## config.mk

```make
export PLATFORM = sky130hd
export DESIGN_NAME = asicCfgTop
export DESIGN_NICKNAME = d
export VERILOG_FILES = /design/src/design/asicCfgPkg.sv /design/src/design/cfgSequencer.sv /design/src/design/cfgSettingsTable.sv /design/src/design/frameSerializer.sv /design/src/design/asicCfgTop.sv
export SDC_FILE = /design/constraint.sdc
export NUM_CORES = 1
export LEC_CHECK = 0
export ABC_AREA = 1
export BUFFER_PORTS_ARGS = -buffer_cell sky130_fd_sc_hd__buf_2
export CAP_MARGIN = 20
export CELL_PAD_IN_SITES_DETAIL_PLACEMENT = 0
export CELL_PAD_IN_SITES_GLOBAL_PLACEMENT = 1
export CORE_MARGIN = 4
export CORE_UTILIZATION = 40
export DETAILED_ROUTE_END_ITERATION = 8
export PLACE_DENSITY = 0.76
export SLEW_MARGIN = 40
export SYNTH_ARGS = -nofsm -noshare
export SYNTH_HDL_FRONTEND = slang
export SYNTH_SLANG_ARGS = --single-unit
```

## constraint.sdc

```tcl
create_clock -name Clock -period 9.9 [get_ports Clock]
set_input_delay 0.495 -clock Clock [delete_from_list [all_inputs] [get_ports Clock]]
set_output_delay 0.495 -clock Clock [all_outputs]
set_load 0.01 [all_outputs]
```

## src/design/asicCfgPkg.sv

```systemverilog
/*
  Shared constants and the payload word for the tracker ASIC configuration chain.
  All frames share one layout: start pair, address, opcode, parity, payload, trailer.
  Parity is even over address, opcode, parity and payload.
  The payload word is always 64 bits wide; narrower payloads sit in its low bits.
*/
`default_nettype none

package asicCfgPkg;

  // Command opcodes as seen by the ASICs
  localparam logic [3:0] OpConfig   = 4'b1011;
  localparam logic [3:0] OpThrDac   = 4'b1010;
  localparam logic [3:0] OpDataMask = 4'b1100;
  localparam logic [3:0] OpTrigMask = 4'b1101;

  localparam logic [3:0] BroadcastAddr = 4'hF;  // All chips listen

  // Frame framing bits
  localparam logic [1:0] StartBits = 2'b10;  // Sent first, one then zero
  localparam logic [1:0] TrailBits = 2'b00;

  // Payload widths
  localparam int CfgBits  = 19;
  localparam int DacBits  = 8;
  localparam int MaskBits = 64;

  // Start pair, address, opcode, parity and trailer together
  localparam int FrameOverhead = 2 + 4 + 4 + 1 + 2;

  localparam int CfgFrameBits  = FrameOverhead + CfgBits;   // 32
  localparam int DacFrameBits  = FrameOverhead + DacBits;   // 21
  localparam int FrameMaxBits  = FrameOverhead + MaskBits;  // 77, mask frames

  // One payload word, read as mask, threshold or configuration register
  typedef union packed {
    logic [MaskBits-1:0] mask;      // Channel mask, bit 63 first on the line
    struct packed {
      logic [MaskBits-DacBits-1:0] unused;
      logic [DacBits-1:0]          thr;   // Threshold DAC code
    } dac;
    struct packed {
      logic [MaskBits-CfgBits-1:0] unused;
      logic [CfgBits-1:0]          word;  // Configuration register
    } cfg;
  } settingPayloadT;

endpackage

`default_nettype wire

```

## src/design/cfgSequencer.sv

```systemverilog
/*
  Walks the power-up command list: one broadcast configure, then threshold DAC,
  data mask and trigger mask commands for chips 0 to NumChips-1.
  Go is only looked at while idle. Done is a one-cycle pulse.
  NumChips must be 1 to 15, GapCycles at least 1.
  opcode and chipAddr stay stable while a req/ack handshake is open.
*/
`default_nettype none
`timescale 1ns/100ps

module cfgSequencer #(
  parameter int NumChips  = 12,
  parameter int GapCycles = 16
) (
  input  logic       Clock,
  input  logic       arstN,
  input  logic       Go,       // One-cycle start pulse
  input  logic       cmdAck,
  output logic       cmdReq,
  output logic [3:0] opcode,
  output logic [3:0] chipAddr,
  output logic       Done
);

  import asicCfgPkg::*;

  // FSM states
  localparam logic [2:0] SIdle       = 3'd0;
  localparam logic [2:0] SGap        = 3'd1;
  localparam logic [2:0] SReq        = 3'd2;
  localparam logic [2:0] SWaitAckLow = 3'd3;
  localparam logic [2:0] SDone       = 3'd4;

  // Command phases, in transmission order
  localparam logic [1:0] PhConfig   = 2'd0;
  localparam logic [1:0] PhDac      = 2'd1;
  localparam logic [1:0] PhDataMask = 2'd2;
  localparam logic [1:0] PhTrigMask = 2'd3;

  localparam int         GapW     = $clog2(GapCycles + 1);
  localparam logic [GapW-1:0] GapLast = GapW'(GapCycles - 1);
  localparam logic [3:0] LastChip = 4'(NumChips - 1);

  logic [2:0]      state;
  logic [1:0]      phase;
  logic [3:0]      chipCnt;
  logic [GapW-1:0] gapCnt;
  logic            lastInPhase;
  logic            lastFrame;

  // Configure is a single broadcast frame
  assign lastInPhase = (phase == PhConfig) || (chipCnt == LastChip);
  assign lastFrame   = (phase == PhTrigMask) && lastInPhase;

  always_ff @(posedge Clock or negedge arstN) begin
    if (!arstN) begin
      state   <= SIdle;
      phase   <= PhConfig;
      chipCnt <= '0;
      gapCnt  <= '0;
    end else begin
      case (state)
        SIdle: begin
          if (Go) begin
            phase   <= PhConfig;
            chipCnt <= '0;
            state   <= SReq;            // No gap before the first frame
          end
        end
        SGap: begin
          if (gapCnt == GapLast) state <= SReq;
          else gapCnt <= gapCnt + 1'b1;
        end
        SReq: begin
          if (cmdAck) state <= SWaitAckLow;  // Frame is out, drop req
        end
        SWaitAckLow: begin
          if (!cmdAck) begin
            if (lastFrame) begin
              state <= SDone;
            end else begin
              gapCnt <= '0;
              state  <= SGap;
              if (lastInPhase) begin      // On to the next command type
                phase   <= phase + 1'b1;
                chipCnt <= '0;
              end else begin
                chipCnt <= chipCnt + 1'b1;
              end
            end
          end
        end
        SDone:   state <= SIdle;
        default: state <= SIdle;
      endcase
    end
  end

  assign cmdReq = (state == SReq);
  assign Done   = (state == SDone);

  // Command selection shared by the table and the serializer
  always_comb begin
    case (phase)
      PhConfig:   opcode = OpConfig;
      PhDac:      opcode = OpThrDac;
      PhDataMask: opcode = OpDataMask;
      default:    opcode = OpTrigMask;
    endcase
  end

  assign chipAddr = (phase == PhConfig) ? BroadcastAddr : chipCnt;

endmodule

`default_nettype wire

```

## src/design/cfgSettingsTable.sv

```systemverilog
/*
  Board default settings for the twelve front-end ASICs, zero latency.
  Only one board's values are held; chips 12 to 14 have no entry and read all ones.
  Addresses at or beyond NumChips also read all ones, as does an unknown opcode.
  Payload bits above the selected view are zero for configure and DAC.
*/
`default_nettype none
`timescale 1ns/100ps

module cfgSettingsTable #(
  parameter int NumChips = 12
) (
  input  logic [3:0]                opcode,
  input  logic [3:0]                chipAddr,
  output asicCfgPkg::settingPayloadT payload
);

  import asicCfgPkg::*;

  localparam logic [4:0] NumChipsW = 5'(NumChips);

  // Same configuration register on every chip
  localparam logic [CfgBits-1:0] CfgWord = 19'b1010111001000111000;

  // Thresholds tuned per chip for signal to noise
  localparam logic [DacBits-1:0] ThrDac [16] = '{
    8'd22, 8'd22, 8'd21, 8'd20,
    8'd22, 8'd24, 8'd20, 8'd24,
    8'd21, 8'd23, 8'd23, 8'd22,
    8'hFF, 8'hFF, 8'hFF, 8'hFF   // No chip fitted
  };

  // First and last channel of the board kept out of the trigger, they are noisy
  localparam logic [MaskBits-1:0] TrigMask [16] = '{
    0:       64'hFFFF_FFFF_FFFF_FFFE,
    11:      64'h7FFF_FFFF_FFFF_FFFF,
    default: '1
  };

  logic chipValid;

  assign chipValid = ({1'b0, chipAddr} < NumChipsW);

  always_comb begin
    payload = '1;   // Unknown opcode or chip
    case (opcode)
      OpConfig: begin                 // Broadcast, address not checked
        payload          = '0;
        payload.cfg.word = CfgWord;
      end
      OpThrDac: begin
        if (chipValid) begin
          payload         = '0;
          payload.dac.thr = ThrDac[chipAddr];
        end
      end
      OpDataMask: ;                   // All ones enables every channel for data
      OpTrigMask: if (chipValid) payload.mask = TrigMask[chipAddr];
      default: ;
    endcase
  end

endmodule

`default_nettype wire

```

## src/design/frameSerializer.sv

```systemverilog
/*
  Turns one command into a serial frame on CMD, most significant bit first.
  Takes the command on the first cycle cmdReq is high while idle; first bit
  appears the next cycle, cmdAck rises the cycle after the last bit.
  cmdAck stays high until cmdReq drops. CMD is low outside a frame.
  Any opcode other than configure or DAC is sent as a 64-bit mask frame.
*/
`default_nettype none
`timescale 1ns/100ps

module frameSerializer (
  input  logic                      Clock,
  input  logic                      arstN,
  input  logic                      cmdReq,
  input  logic [3:0]                opcode,
  input  logic [3:0]                chipAddr,
  input  asicCfgPkg::settingPayloadT payload,
  output logic                      cmdAck,
  output logic                      CMD       // Serial command line to the ASICs
);

  import asicCfgPkg::*;

  localparam int CntW = $clog2(FrameMaxBits + 1);

  // FSM states
  localparam logic [1:0] SIdle  = 2'd0;
  localparam logic [1:0] SShift = 2'd1;
  localparam logic [1:0] SAck   = 2'd2;

  logic [1:0]              state;
  logic [CntW-1:0]         bitCnt;     // Bits still to send after the one on CMD
  logic [CntW-1:0]         frameLen;
  logic                    parity;
  logic [FrameMaxBits-1:0] frameWord;  // Left-aligned frame being built
  logic [FrameMaxBits-1:0] shiftReg;
  logic                    capture;

  assign capture = (state == SIdle) && cmdReq;

  // Frame assembly, parity over the selected payload view only
  always_comb begin
    case (opcode)
      OpConfig: begin
        parity    = ^{chipAddr, opcode, payload.cfg.word};
        frameLen  = CntW'(CfgFrameBits);
        frameWord = {StartBits, chipAddr, opcode, parity, payload.cfg.word, TrailBits,
                     {(FrameMaxBits - CfgFrameBits){1'b0}}};
      end
      OpThrDac: begin
        parity    = ^{chipAddr, opcode, payload.dac.thr};
        frameLen  = CntW'(DacFrameBits);
        frameWord = {StartBits, chipAddr, opcode, parity, payload.dac.thr, TrailBits,
                     {(FrameMaxBits - DacFrameBits){1'b0}}};
      end
      default: begin                   // Data and trigger mask
        parity    = ^{chipAddr, opcode, payload.mask};
        frameLen  = CntW'(FrameMaxBits);
        frameWord = {StartBits, chipAddr, opcode, parity, payload.mask, TrailBits};
      end
    endcase
  end

  always_ff @(posedge Clock or negedge arstN) begin
    if (!arstN) begin
      state  <= SIdle;
      bitCnt <= '0;
      CMD    <= 1'b0;
    end else begin
      case (state)
        SIdle: begin
          if (cmdReq) begin
            CMD    <= frameWord[FrameMaxBits-1];  // Start bit goes out right away
            bitCnt <= frameLen - 1'b1;
            state  <= SShift;
          end
        end
        SShift: begin
          if (bitCnt == '0) begin
            CMD   <= 1'b0;
            state <= SAck;
          end else begin
            CMD    <= shiftReg[FrameMaxBits-1];
            bitCnt <= bitCnt - 1'b1;
          end
        end
        SAck: begin
          if (!cmdReq) state <= SIdle;  // Second half of the handshake
        end
        default: state <= SIdle;
      endcase
    end
  end

  // Frame data, MSB already sent on capture
  always_ff @(posedge Clock) begin
    if (capture) shiftReg <= {frameWord[FrameMaxBits-2:0], 1'b0};
    else if (state == SShift) shiftReg <= {shiftReg[FrameMaxBits-2:0], 1'b0};
  end

  assign cmdAck = (state == SAck);

endmodule

`default_nettype wire

```

## src/design/asicCfgTop.sv

```systemverilog
/*
  Power-up configuration sequencer for a twelve-ASIC tracker board.
  A Go pulse while idle sends the whole command list on CMD; Done pulses at the end.
  Go during a run is ignored. NumChips 1 to 15, GapCycles at least 1.
  CMD stays low for at least GapCycles cycles between frames.
*/
`default_nettype none
`timescale 1ns/100ps

module asicCfgTop #(
  parameter int NumChips  = 12,
  parameter int GapCycles = 16
) (
  input  logic Clock,
  input  logic arstN,
  input  logic Go,
  output logic CMD,
  output logic Done
);

  import asicCfgPkg::*;

  logic           cmdReq;
  logic           cmdAck;
  logic [3:0]     opcode;
  logic [3:0]     chipAddr;
  settingPayloadT payload;

  cfgSequencer #(
    .NumChips  (NumChips),
    .GapCycles (GapCycles)
  ) uSequencer (
    .Clock    (Clock),
    .arstN    (arstN),
    .Go       (Go),
    .cmdAck   (cmdAck),
    .cmdReq   (cmdReq),
    .opcode   (opcode),
    .chipAddr (chipAddr),
    .Done     (Done)
  );

  // Looks up the same command the sequencer is offering
  cfgSettingsTable #(
    .NumChips (NumChips)
  ) uSettings (
    .opcode   (opcode),
    .chipAddr (chipAddr),
    .payload  (payload)
  );

  frameSerializer uSerializer (
    .Clock    (Clock),
    .arstN    (arstN),
    .cmdReq   (cmdReq),
    .opcode   (opcode),
    .chipAddr (chipAddr),
    .payload  (payload),
    .cmdAck   (cmdAck),
    .CMD      (CMD)
  );

endmodule

`default_nettype wire

```

==> summary.txt, run 1 <==
==============================================================================
Critical path capture point type                                      register
Post-synthesis instance total                                              530
DP Cell Count                                                              662
Leading cell types in the layout, fill and taps excluded          189 x sky130_fd_sc_hd__nand2_1, 74 x sky130_fd_sc_hd__edfxtp_1, 55 x sky130_fd_sc_hd__inv_1, 40 x sky130_fd_sc_hd__nor2_1, 31 x sky130_fd_sc_hd__o21ai_0
Worst vdd rail ir drop                                                 77.3 uV
Max_slew headroom                                                        51.0%
Worst reg2reg endpoint                                            uSerializer.shiftReg[67]$_DFFE_PP_
DRC Markers                                                                  0
Post-route antenna net violation count                                       0
Clock tree from TritonCTS                                                 done
Post-route insts no fill                                                   678
Leakage power figure                                                0.00258 uW
Inserted Clock Buffers                                                       9
WL/cell                                                                13.0 um
Global-route congestion overflow total                                       0
Total wirelength of the detailed-routed design                         8790 um
Startpoint type of the worst setup path                               register
Share of cells above drive strength 1                                    8.04%
Result of the run                                                 finished clean
Vert. Die Dim                                                           118 um
DRC violation total after the first TritonRoute iteration                  230
Largest net degree at the start of global routing                           81
PostCTS Resize Cnt                                                           0
Final Hold Violating Endpoints                                               0
Final setup slack of the worst path                                    6.80 ns
P&R area growth vs syn                                                   8.59%
Setup clock skew after layout                                       0.00898 ns
Worst hold path class                                             input port to asynchronous set/reset pin
Pre-antenna DRT Iters                                                        4
Reg clk slew, reported paths                                           0.07 ns
Synthesized Nets                                                           547
Part of the total power dissipated in the clock network                  43.4%
Cell Area, Placed                                                  0.00498 mm2
Max clock buf depth                                                          2
Actual transition at the worst max-transition pin                     0.736 ns
Setup Viol. Count Final                                                      0
Category of the critical setup timing path                        register to register
GRT Util Overall                                                         12.9%
Summed instance area of the synthesized netlist                    0.00485 mm2
Maximum fanout along the worst path                                         11
Number of global-route vias before repair                                 3071
Pwr Total                                                               776 uW
Arrival time at the worst endpoint                                     3.20 ns
Total Die Area                                                      0.0140 mm2
PD cells                                                            147 mW/mm2
Via/cell ratio                                                            4.90
Warning count from the yosys run                                             0
Share of the clock period used by the worst path                         31.3%
Post-synthesis average cell area                                      9.15 um2
Estimated wirelength of the detail-placed design                       5740 um
Worst reg-to-reg path cell count                                            16
Power share of the sequential group                                      56.3%
Setup repair after global routing missed its margin                         no
#FFs+latches synth                                                          98
Number of hold-repair buffers added at the cts stage                         0
Post-route cell area                                               0.00527 mm2
Placer's final routability congestion estimate                           0.809
Total number of clock tree sinks                                            98
Number of different library cells in the post-synthesis netlist             34
Placement Rows                                                              39
I/O pin count                                                                5
Internal power component                                                612 uW
Tmin final                                                             3.10 ns
Post-CTS Setup Inserts                                                       0
CORE AREA                                                           0.0117 mm2
Via count                                                                 3322
Start of the worst register-to-register path                      uSequencer.phase[0]$_DFFE_PN0P_
Number of nets at the end of the flow                                      547
Initial antenna violation count                                              0
Global-route wire length before repair                                14800 um
Highest achievable clock rate                                          323 MHz
Worst-skew pair later-pin latency                                      0.35 ns
Part of the total power dissipated in combinational logic                 0.3%
Cell at the root of the clock tree                                sky130_fd_sc_hd__clkbuf_16
Slack of the worst reg-to-reg path                                     6.80 ns
Total count of max-transition violations in the final report                 0
Net Sw Frac                                                              21.1%
Final total negative setup slack                                          0 ns
Depth of the CTS H-tree                                                      3
Share of the yosys chip area belonging to registers                      58.2%
Place WS                                                               6.78 ns
Endpoint required time on the critical path                           10.00 ns
Switching pwr                                                           163 uW
Port-buffer cells                                                            4
Die boundary width                                                      118 um
Starting density of the core                                             41.6%
Max capacitance violation total                                              0
Leading cell type in the layout, fill and taps excluded           sky130_fd_sc_hd__nand2_1
N_diodes                                                                     0
==============================================================================
sequential cells by signal, summed over array words and instances (netlist names):
| signal | cells |
|---|---|
| uSerializer.CMD | 1 |
| uSequencer.phase | 2 |
| uSerializer.state | 2 |
| uSequencer.chipCnt | 4 |
| uSerializer.shiftReg | 74 |
| uSequencer.state | 3 |
| uSerializer.bitCnt | 7 |
| uSequencer.gapCnt | 5 |
power groups by stage:
| stage | sequential (uW) | clock, uW | combinational (uW) |
|---|---|---|---|
| global route | 437 | 363 | 2.69 |
| CTS | 437 | 346 | 2.46 |
| detailed placement | 446 | 0 | 2.45 |
| finish | 437 | 337 | 2.21 |
| global placement | 446 | 0 | 2.34 |
| floorplan | 446 | 0 | 0.00139 |
area by class of cell:
| type | instances | area [um2] |
|---|---|---|
| sequential | 98 | 2820 |
| fill | 1142 | 6400 |
| inverter | 61 | 229 |
| tap | 143 | 179 |
| timing repair buffer | 7 | 42.5 |
| clock buffer | 9 | 225 |
| clock inverter | 7 | 57.6 |
| multi-input combinational | 353 | 1710 |
per-stage QoR:
step	hold WS (ns)	util [%]
6_report	0.131	45.2
5_1_grt	0.170	45.2
4_1_cts	0.150	45.1
3_5_place_dp	0.489	42.7
3_3_place_gp	0.497	42.7
2_1_floorplan	0.199	-
layer usage:
layer	wire length [um]	part of all wire, %	global-route usage [%]	up-vias
met3	210	2.4	2.45	12
met5	0	0	0	-
met2	3960	45	19.4	32
met1	4470	51	18.3	1564
met4	144	1.6	5.05	0
li1	-	-	-	1714
worst max path at each step:
stage / startpoint / endpoint / slack [ns] / cells after the start
after floorplan: uSequencer.state[2]$_DFFE_PN0P_ / uSerializer.shiftReg[10]$_DFFE_PP_ / 6.71 / 6
after global placement: uSequencer.phase[0]$_DFFE_PN0P_ / uSerializer.shiftReg[67]$_DFFE_PP_ / 6.94 / 16
after detailed placement: uSequencer.phase[0]$_DFFE_PN0P_ / uSerializer.shiftReg[67]$_DFFE_PP_ / 6.78 / 16
after CTS: uSequencer.phase[0]$_DFFE_PN0P_ / uSerializer.shiftReg[67]$_DFFE_PP_ / 6.77 / 16
after global routing: uSequencer.phase[0]$_DFFE_PN0P_ / uSerializer.shiftReg[67]$_DFFE_PP_ / 6.47 / 16
final: uSequencer.phase[0]$_DFFE_PN0P_ / uSerializer.shiftReg[67]$_DFFE_PP_ / 6.80 / 16
synth_stat cells, drive strengths merged:
library cell | instances | area share, %
nor4 | 2 | 0.26
or2 | 5 | 0.64
nor2 | 44 | 3.8
inv | 61 | 4.7
o221ai | 1 | 0.18
nand3 | 18 | 1.9
a2bb2oi | 2 | 0.36
nand2 | 193 | 15
dfrtp | 24 | 12
xnor2 | 3 | 0.54
nor3 | 6 | 0.83
o211ai | 1 | 0.15
o21a | 1 | 0.15
buf | 6 | 1.1
edfxtp | 74 | 46
o22ai | 5 | 0.64
xor2 | 8 | 1.4
o21ai | 32 | 3.4
a21oi | 11 | 1.1
nand4 | 3 | 0.39
a22o | 1 | 0.18
clkbuf | 12 | 0.93
a31oi | 2 | 0.26
ha | 14 | 3.6
nand3b | 1 | 0.15
cells by family after synthesis:
group           after synthesis  synth area share [%]
xor+xnor                     11                  1.99
flops                        98                  58.2
compound gates               56                  6.45
simple gates                272                  23.0
fa+ha+maj                    14                  3.61
buf+inv                      79                  6.71
critical path: stages (launching register included):
cell	delay, ns
sky130_fd_sc_hd__dfrtp_1	0.52
sky130_fd_sc_hd__inv_1	0.18
sky130_fd_sc_hd__ha_1	0.42
sky130_fd_sc_hd__nor2_1	0.31
sky130_fd_sc_hd__nor2_1	0.09
sky130_fd_sc_hd__ha_1	0.29
sky130_fd_sc_hd__xnor2_1	0.13
sky130_fd_sc_hd__xor2_1	0.15
sky130_fd_sc_hd__or2_1	0.25
sky130_fd_sc_hd__nand2_1	0.06
sky130_fd_sc_hd__nand2_1	0.04
sky130_fd_sc_hd__nand2_1	0.09
sky130_fd_sc_hd__nand2_1	0.05
sky130_fd_sc_hd__nand2_1	0.05
sky130_fd_sc_hd__nor2_1	0.05
sky130_fd_sc_hd__nor2_1	0.09
sky130_fd_sc_hd__a21oi_1	0.06
No activity file was read; power rests on OpenSTA's default activity.
==> inputs of run 2 (changes only) <==
- ABC_AREA: 1 -> 0
- PLACE_DENSITY: 0.76 -> 0.73
- clock period: 9.9 -> 3.12 ns (I/O delays scaled with it)
==> summary.txt, run 2 <==
==============================================================================
Result of the run                                                 finished clean   unchanged
Starting density of the core                                             41.0%   was 41.6%
WL/cell                                                                15.0 um   was 13.0 um
Number of nets at the end of the flow                                      426   was 547
Total count of max-transition violations in the final report                 0   unchanged
Share of cells above drive strength 1                                    9.66%   was 8.04%
Critical path capture point type                                      register   unchanged
Cell at the root of the clock tree                                sky130_fd_sc_hd__clkbuf_16   unchanged
Reg area                                                           0.00282 mm2   unchanged
Depth of the CTS H-tree                                                      3   unchanged
Placer's final routability congestion estimate                           0.853   was 0.809
Clock tree from TritonCTS                                                 done   unchanged
N_diodes                                                                     0   unchanged
Number of instances on the worst hold path                                   4
Warning count from the yosys run                                             0   unchanged
Combined area of the multi-input logic cells                       0.00175 mm2   was 0.00171 mm2
Slack of the worst reg-to-reg path                                     0.21 ns   was 6.80 ns
Die boundary width                                                      116 um   was 118 um
Summed instance area of the synthesized netlist                    0.00470 mm2   was 0.00485 mm2
# fillers                                                                 1044   was 1142
Cell with the most instances after synthesis                      sky130_fd_sc_hd__edfxtp_1   was sky130_fd_sc_hd__nand2_1
Leakage power figure                                                0.00209 uW   was 0.00258 uW
Total Die Area                                                      0.0136 mm2   was 0.0140 mm2
Leading cell types in the layout, fill and taps excluded          74 x sky130_fd_sc_hd__edfxtp_1, 53 x sky130_fd_sc_hd__o21a_1, 44 x sky130_fd_sc_hd__nand2_1, 34 x sky130_fd_sc_hd__nor2_1, 24 x sky130_fd_sc_hd__dfrtp_1   was 189 x sky130_fd_sc_hd__nand2_1, 74 x sky130_fd_sc_hd__edfxtp_1, 55 x sky130_fd_sc_hd__inv_1, 40 x sky130_fd_sc_hd__nor2_1, 31 x sky130_fd_sc_hd__o21ai_0
Maximum fanout along the worst path                                          9   was 11
Setup Viol. Count Final                                                      0   unchanged
Fraction of registers with async set/reset                               24.5%   unchanged
P&R area growth vs syn                                                   11.1%   was 8.59%
Tmin final                                                             2.91 ns   was 3.10 ns
List of most frequent post-synthesis cells                        74 x sky130_fd_sc_hd__edfxtp_1, 53 x sky130_fd_sc_hd__o21a_1, 44 x sky130_fd_sc_hd__nand2_1   was 190 x sky130_fd_sc_hd__nand2_1, 74 x sky130_fd_sc_hd__edfxtp_1, 55 x sky130_fd_sc_hd__inv_1
Worst-skew pair later-pin latency                                      0.35 ns   about the same
Largest register FFs                                                        74   unchanged
Post-CTS Setup Inserts                                                       0   unchanged
PD cells                                                            479 mW/mm2   was 147 mW/mm2
Inserted Clock Buffers                                                       9   unchanged
Post-synthesis average cell area                                      11.6 um2   was 9.15 um2
Count of flip-flops with a built-in enable after synthesis                  74   unchanged
Cells taking the most area after synthesis                        sky130_fd_sc_hd__edfxtp_1 47%, sky130_fd_sc_hd__dfrtp_1 13%, sky130_fd_sc_hd__o21a_1 8.5%   was sky130_fd_sc_hd__edfxtp_1 46%, sky130_fd_sc_hd__nand2_1 15%, sky130_fd_sc_hd__dfrtp_1 12%
Placement Rows                                                              39   unchanged
Pre-antenna DRT Iters                                                        4   unchanged
Worst hold path class                                             input port to register   was input port to asynchronous set/reset pin
PostCTS Resize Cnt                                                           0   unchanged
Synth area leader                                                 sky130_fd_sc_hd__edfxtp_1   unchanged
Worst reg2reg endpoint                                            uSerializer.shiftReg[67]$_DFFE_PP_   unchanged
#FFs+latches synth                                                          98   unchanged
DP Cell Count                                                              540   was 662
Largest registers ranked by flip-flop count                       uSerializer.shiftReg (74), uSerializer.bitCnt (7), uSequencer.gapCnt (5)   unchanged
Arrival time at the worst endpoint                                     3.02 ns   was 3.20 ns
Setup clock skew after layout                                       0.00482 ns   was 0.00898 ns
Global-route congestion overflow total                                       0   unchanged
Estimated wirelength of the detail-placed design                       5330 um   was 5740 um
Highest achievable clock rate                                          344 MHz   was 323 MHz
Setup repair after global routing missed its margin                         no   unchanged
Final total negative setup slack                                          0 ns   unchanged
Endpoint required time on the critical path                            3.22 ns   was 10.00 ns
GRT Util Overall                                                         13.8%   was 12.9%
Post-synthesis instance total                                              407   was 530
Post-route insts no fill                                                   557   was 678
Post-route antenna net violation count                                       0   unchanged
Register containing the most flip-flops in the final layout       uSerializer.shiftReg   unchanged
Max capacitance violation total                                              0   unchanged
Leading cell type in the layout, fill and taps excluded           sky130_fd_sc_hd__edfxtp_1   was sky130_fd_sc_hd__nand2_1
Max_slew headroom                                                        58.9%   was 51.0%
DRC violation total after the first TritonRoute iteration                  312   was 230
Number of hold-repair buffers added at the cts stage                         1   was 0
Via/cell ratio                                                            5.39   was 4.90
Post-synth top area share                                                47.3%   was 45.8%
Vert. Die Dim                                                           116 um   was 118 um
Total number of clock tree sinks                                            98   unchanged
Synthesized Nets                                                           424   was 547
Start of the worst register-to-register path                      uSequencer.phase[1]$_DFFE_PN0P_   was uSequencer.phase[0]$_DFFE_PN0P_
Actual transition at the worst max-transition pin                     0.614 ns   was 0.736 ns
Share of the clock period used by the worst path                         93.3%   was 31.3%
Worst reg-to-reg path cell count                                             8   was 16
Number of global-route vias before repair                                 2861   was 3071
Startpoint type of the worst setup path                               register   unchanged
Reg clk slew, reported paths                                           0.07 ns   about the same
Worst vdd rail ir drop                                                  349 uV   was 77.3 uV
Via count                                                                 3002   was 3322
I/O pin count                                                                5   unchanged
Total wirelength of the detailed-routed design                         8380 um   was 8790 um
CORE AREA                                                           0.0115 mm2   was 0.0117 mm2
Synth Flop Type                                                   sky130_fd_sc_hd__edfxtp_1   unchanged
Number of different library cells in the post-synthesis netlist             49   was 34
Hold-critical path endpoint                                       uSequencer.chipCnt[0]$_DFFE_PN0P_
Hold slack                                                            0.323 ns   was 0.131 ns
Largest net degree at the start of global routing                           76   was 81
Port-buffer cells                                                            4   unchanged
Global-route wire length before repair                                14500 um   was 14800 um
Initial antenna violation count                                              0   unchanged
DRC Markers                                                                  0   unchanged
Hold wc startpoint                                                          Go
Share of the yosys chip area belonging to registers                      60.0%   was 58.2%
Final Hold Violating Endpoints                                               0   unchanged
Category of the critical setup timing path                        register to register   unchanged
Max clock buf depth                                                          2   unchanged
Launching instance or port of the critical path                   uSequencer.phase[1]$_DFFE_PN0P_   was uSequencer.phase[0]$_DFFE_PN0P_
==============================================================================
-- run 2: changes by cell type after synthesis, sizes merged, moves of 6 or more --
| cell | before | now |
|---|---|---|
| o21a | 1 | 53 |
| o21ai | 32 | 21 |
| nor2 | 44 | 35 |
| nand2 | 193 | 44 |
| inv | 61 | 10 |
| nand3 | 18 | 4 |
| nand2b | 0 | 6 |
| a21oi | 11 | 22 |
-- run 2: logic make-up (layout without fill, tap and decap cells) --
logic type / Yosys count / in the layout / share of synthesized area (%)
adder cells (fa/ha/maj): 14 / 14 / 3.73
AND/OR/NAND/NOR: 124 / 124 / 12.2
multiplexers: 5 / 5 / 1.17
XOR/XNOR: 6 / 6 / 2.00
AO/OA/AOI/OAI: 124 / 124 / 17.7
flip-flops: 98 / 98 / 60.0
buffers and inverters: 36 / 43 / 3.11
-- run 2: area by class of cell --
| class | count | area share (%) |
|---|---|---|
| flip-flops and latches | 98 | 54.0 |
| inverters | 10 | 0.719 |
| well taps | 143 | 3.43 |
| clock buffers | 10 | 4.38 |
| clock inverters | 6 | 1.22 |
| multi-input cells | 273 | 33.4 |
| repair buffers | 17 | 2.78 |
-- run 2: worst max-delay path by stage --
stage | end | cells past startpoint
floorplan | uSerializer.shiftReg[67]$_DFFE_PP_ | 12
global placement | uSerializer.shiftReg[67]$_DFFE_PP_ | 10
detailed placement | uSerializer.shiftReg[67]$_DFFE_PP_ | 10
CTS | uSerializer.shiftReg[67]$_DFFE_PP_ | 8
global route | uSerializer.shiftReg[67]$_DFFE_PP_ | 8
finish | uSerializer.shiftReg[67]$_DFFE_PP_ | 8
-- run 2: power breakdown --
group	internal [uW]	switching, uW
Clock	623	483
Combinational	1.72	6.58
Sequential	1390	0
-- run 2: stage by stage --
stage	cell area, um2	setup slack [ns]	utilization, %	power [uW]
after CTS	5220	0.214	45.5	2530
after global placement	4920	0.320	42.9	1420
after floorplan	4710	0.117	-	1410
after global routing	5220	0.0498	45.5	2590
after detailed placement	4920	0.225	42.9	1420
final	5220	0.209	45.5	2500
-- run 2: metal layers --
metal / share of wire [%] / global-route usage [%] / vias to the layer above
li1: - / - / 1498
met1: 50 / 19.3 / 1462
met2: 45 / 20.2 / 27
met3: 2.4 / 3.06 / 15
met4: 2.4 / 7.12 / 0
met5: 0 / 0 / -
-- run 2: worst max-delay path, stage by stage (launching register included) --
cell	delay, ns
sky130_fd_sc_hd__dfrtp_1	0.48
sky130_fd_sc_hd__inv_1	0.19
sky130_fd_sc_hd__ha_1	0.26
sky130_fd_sc_hd__buf_4	0.18
sky130_fd_sc_hd__o311ai_0	0.48
sky130_fd_sc_hd__o311a_1	0.32
sky130_fd_sc_hd__xnor3_1	0.42
sky130_fd_sc_hd__mux2i_1	0.13
sky130_fd_sc_hd__a211o_1	0.22
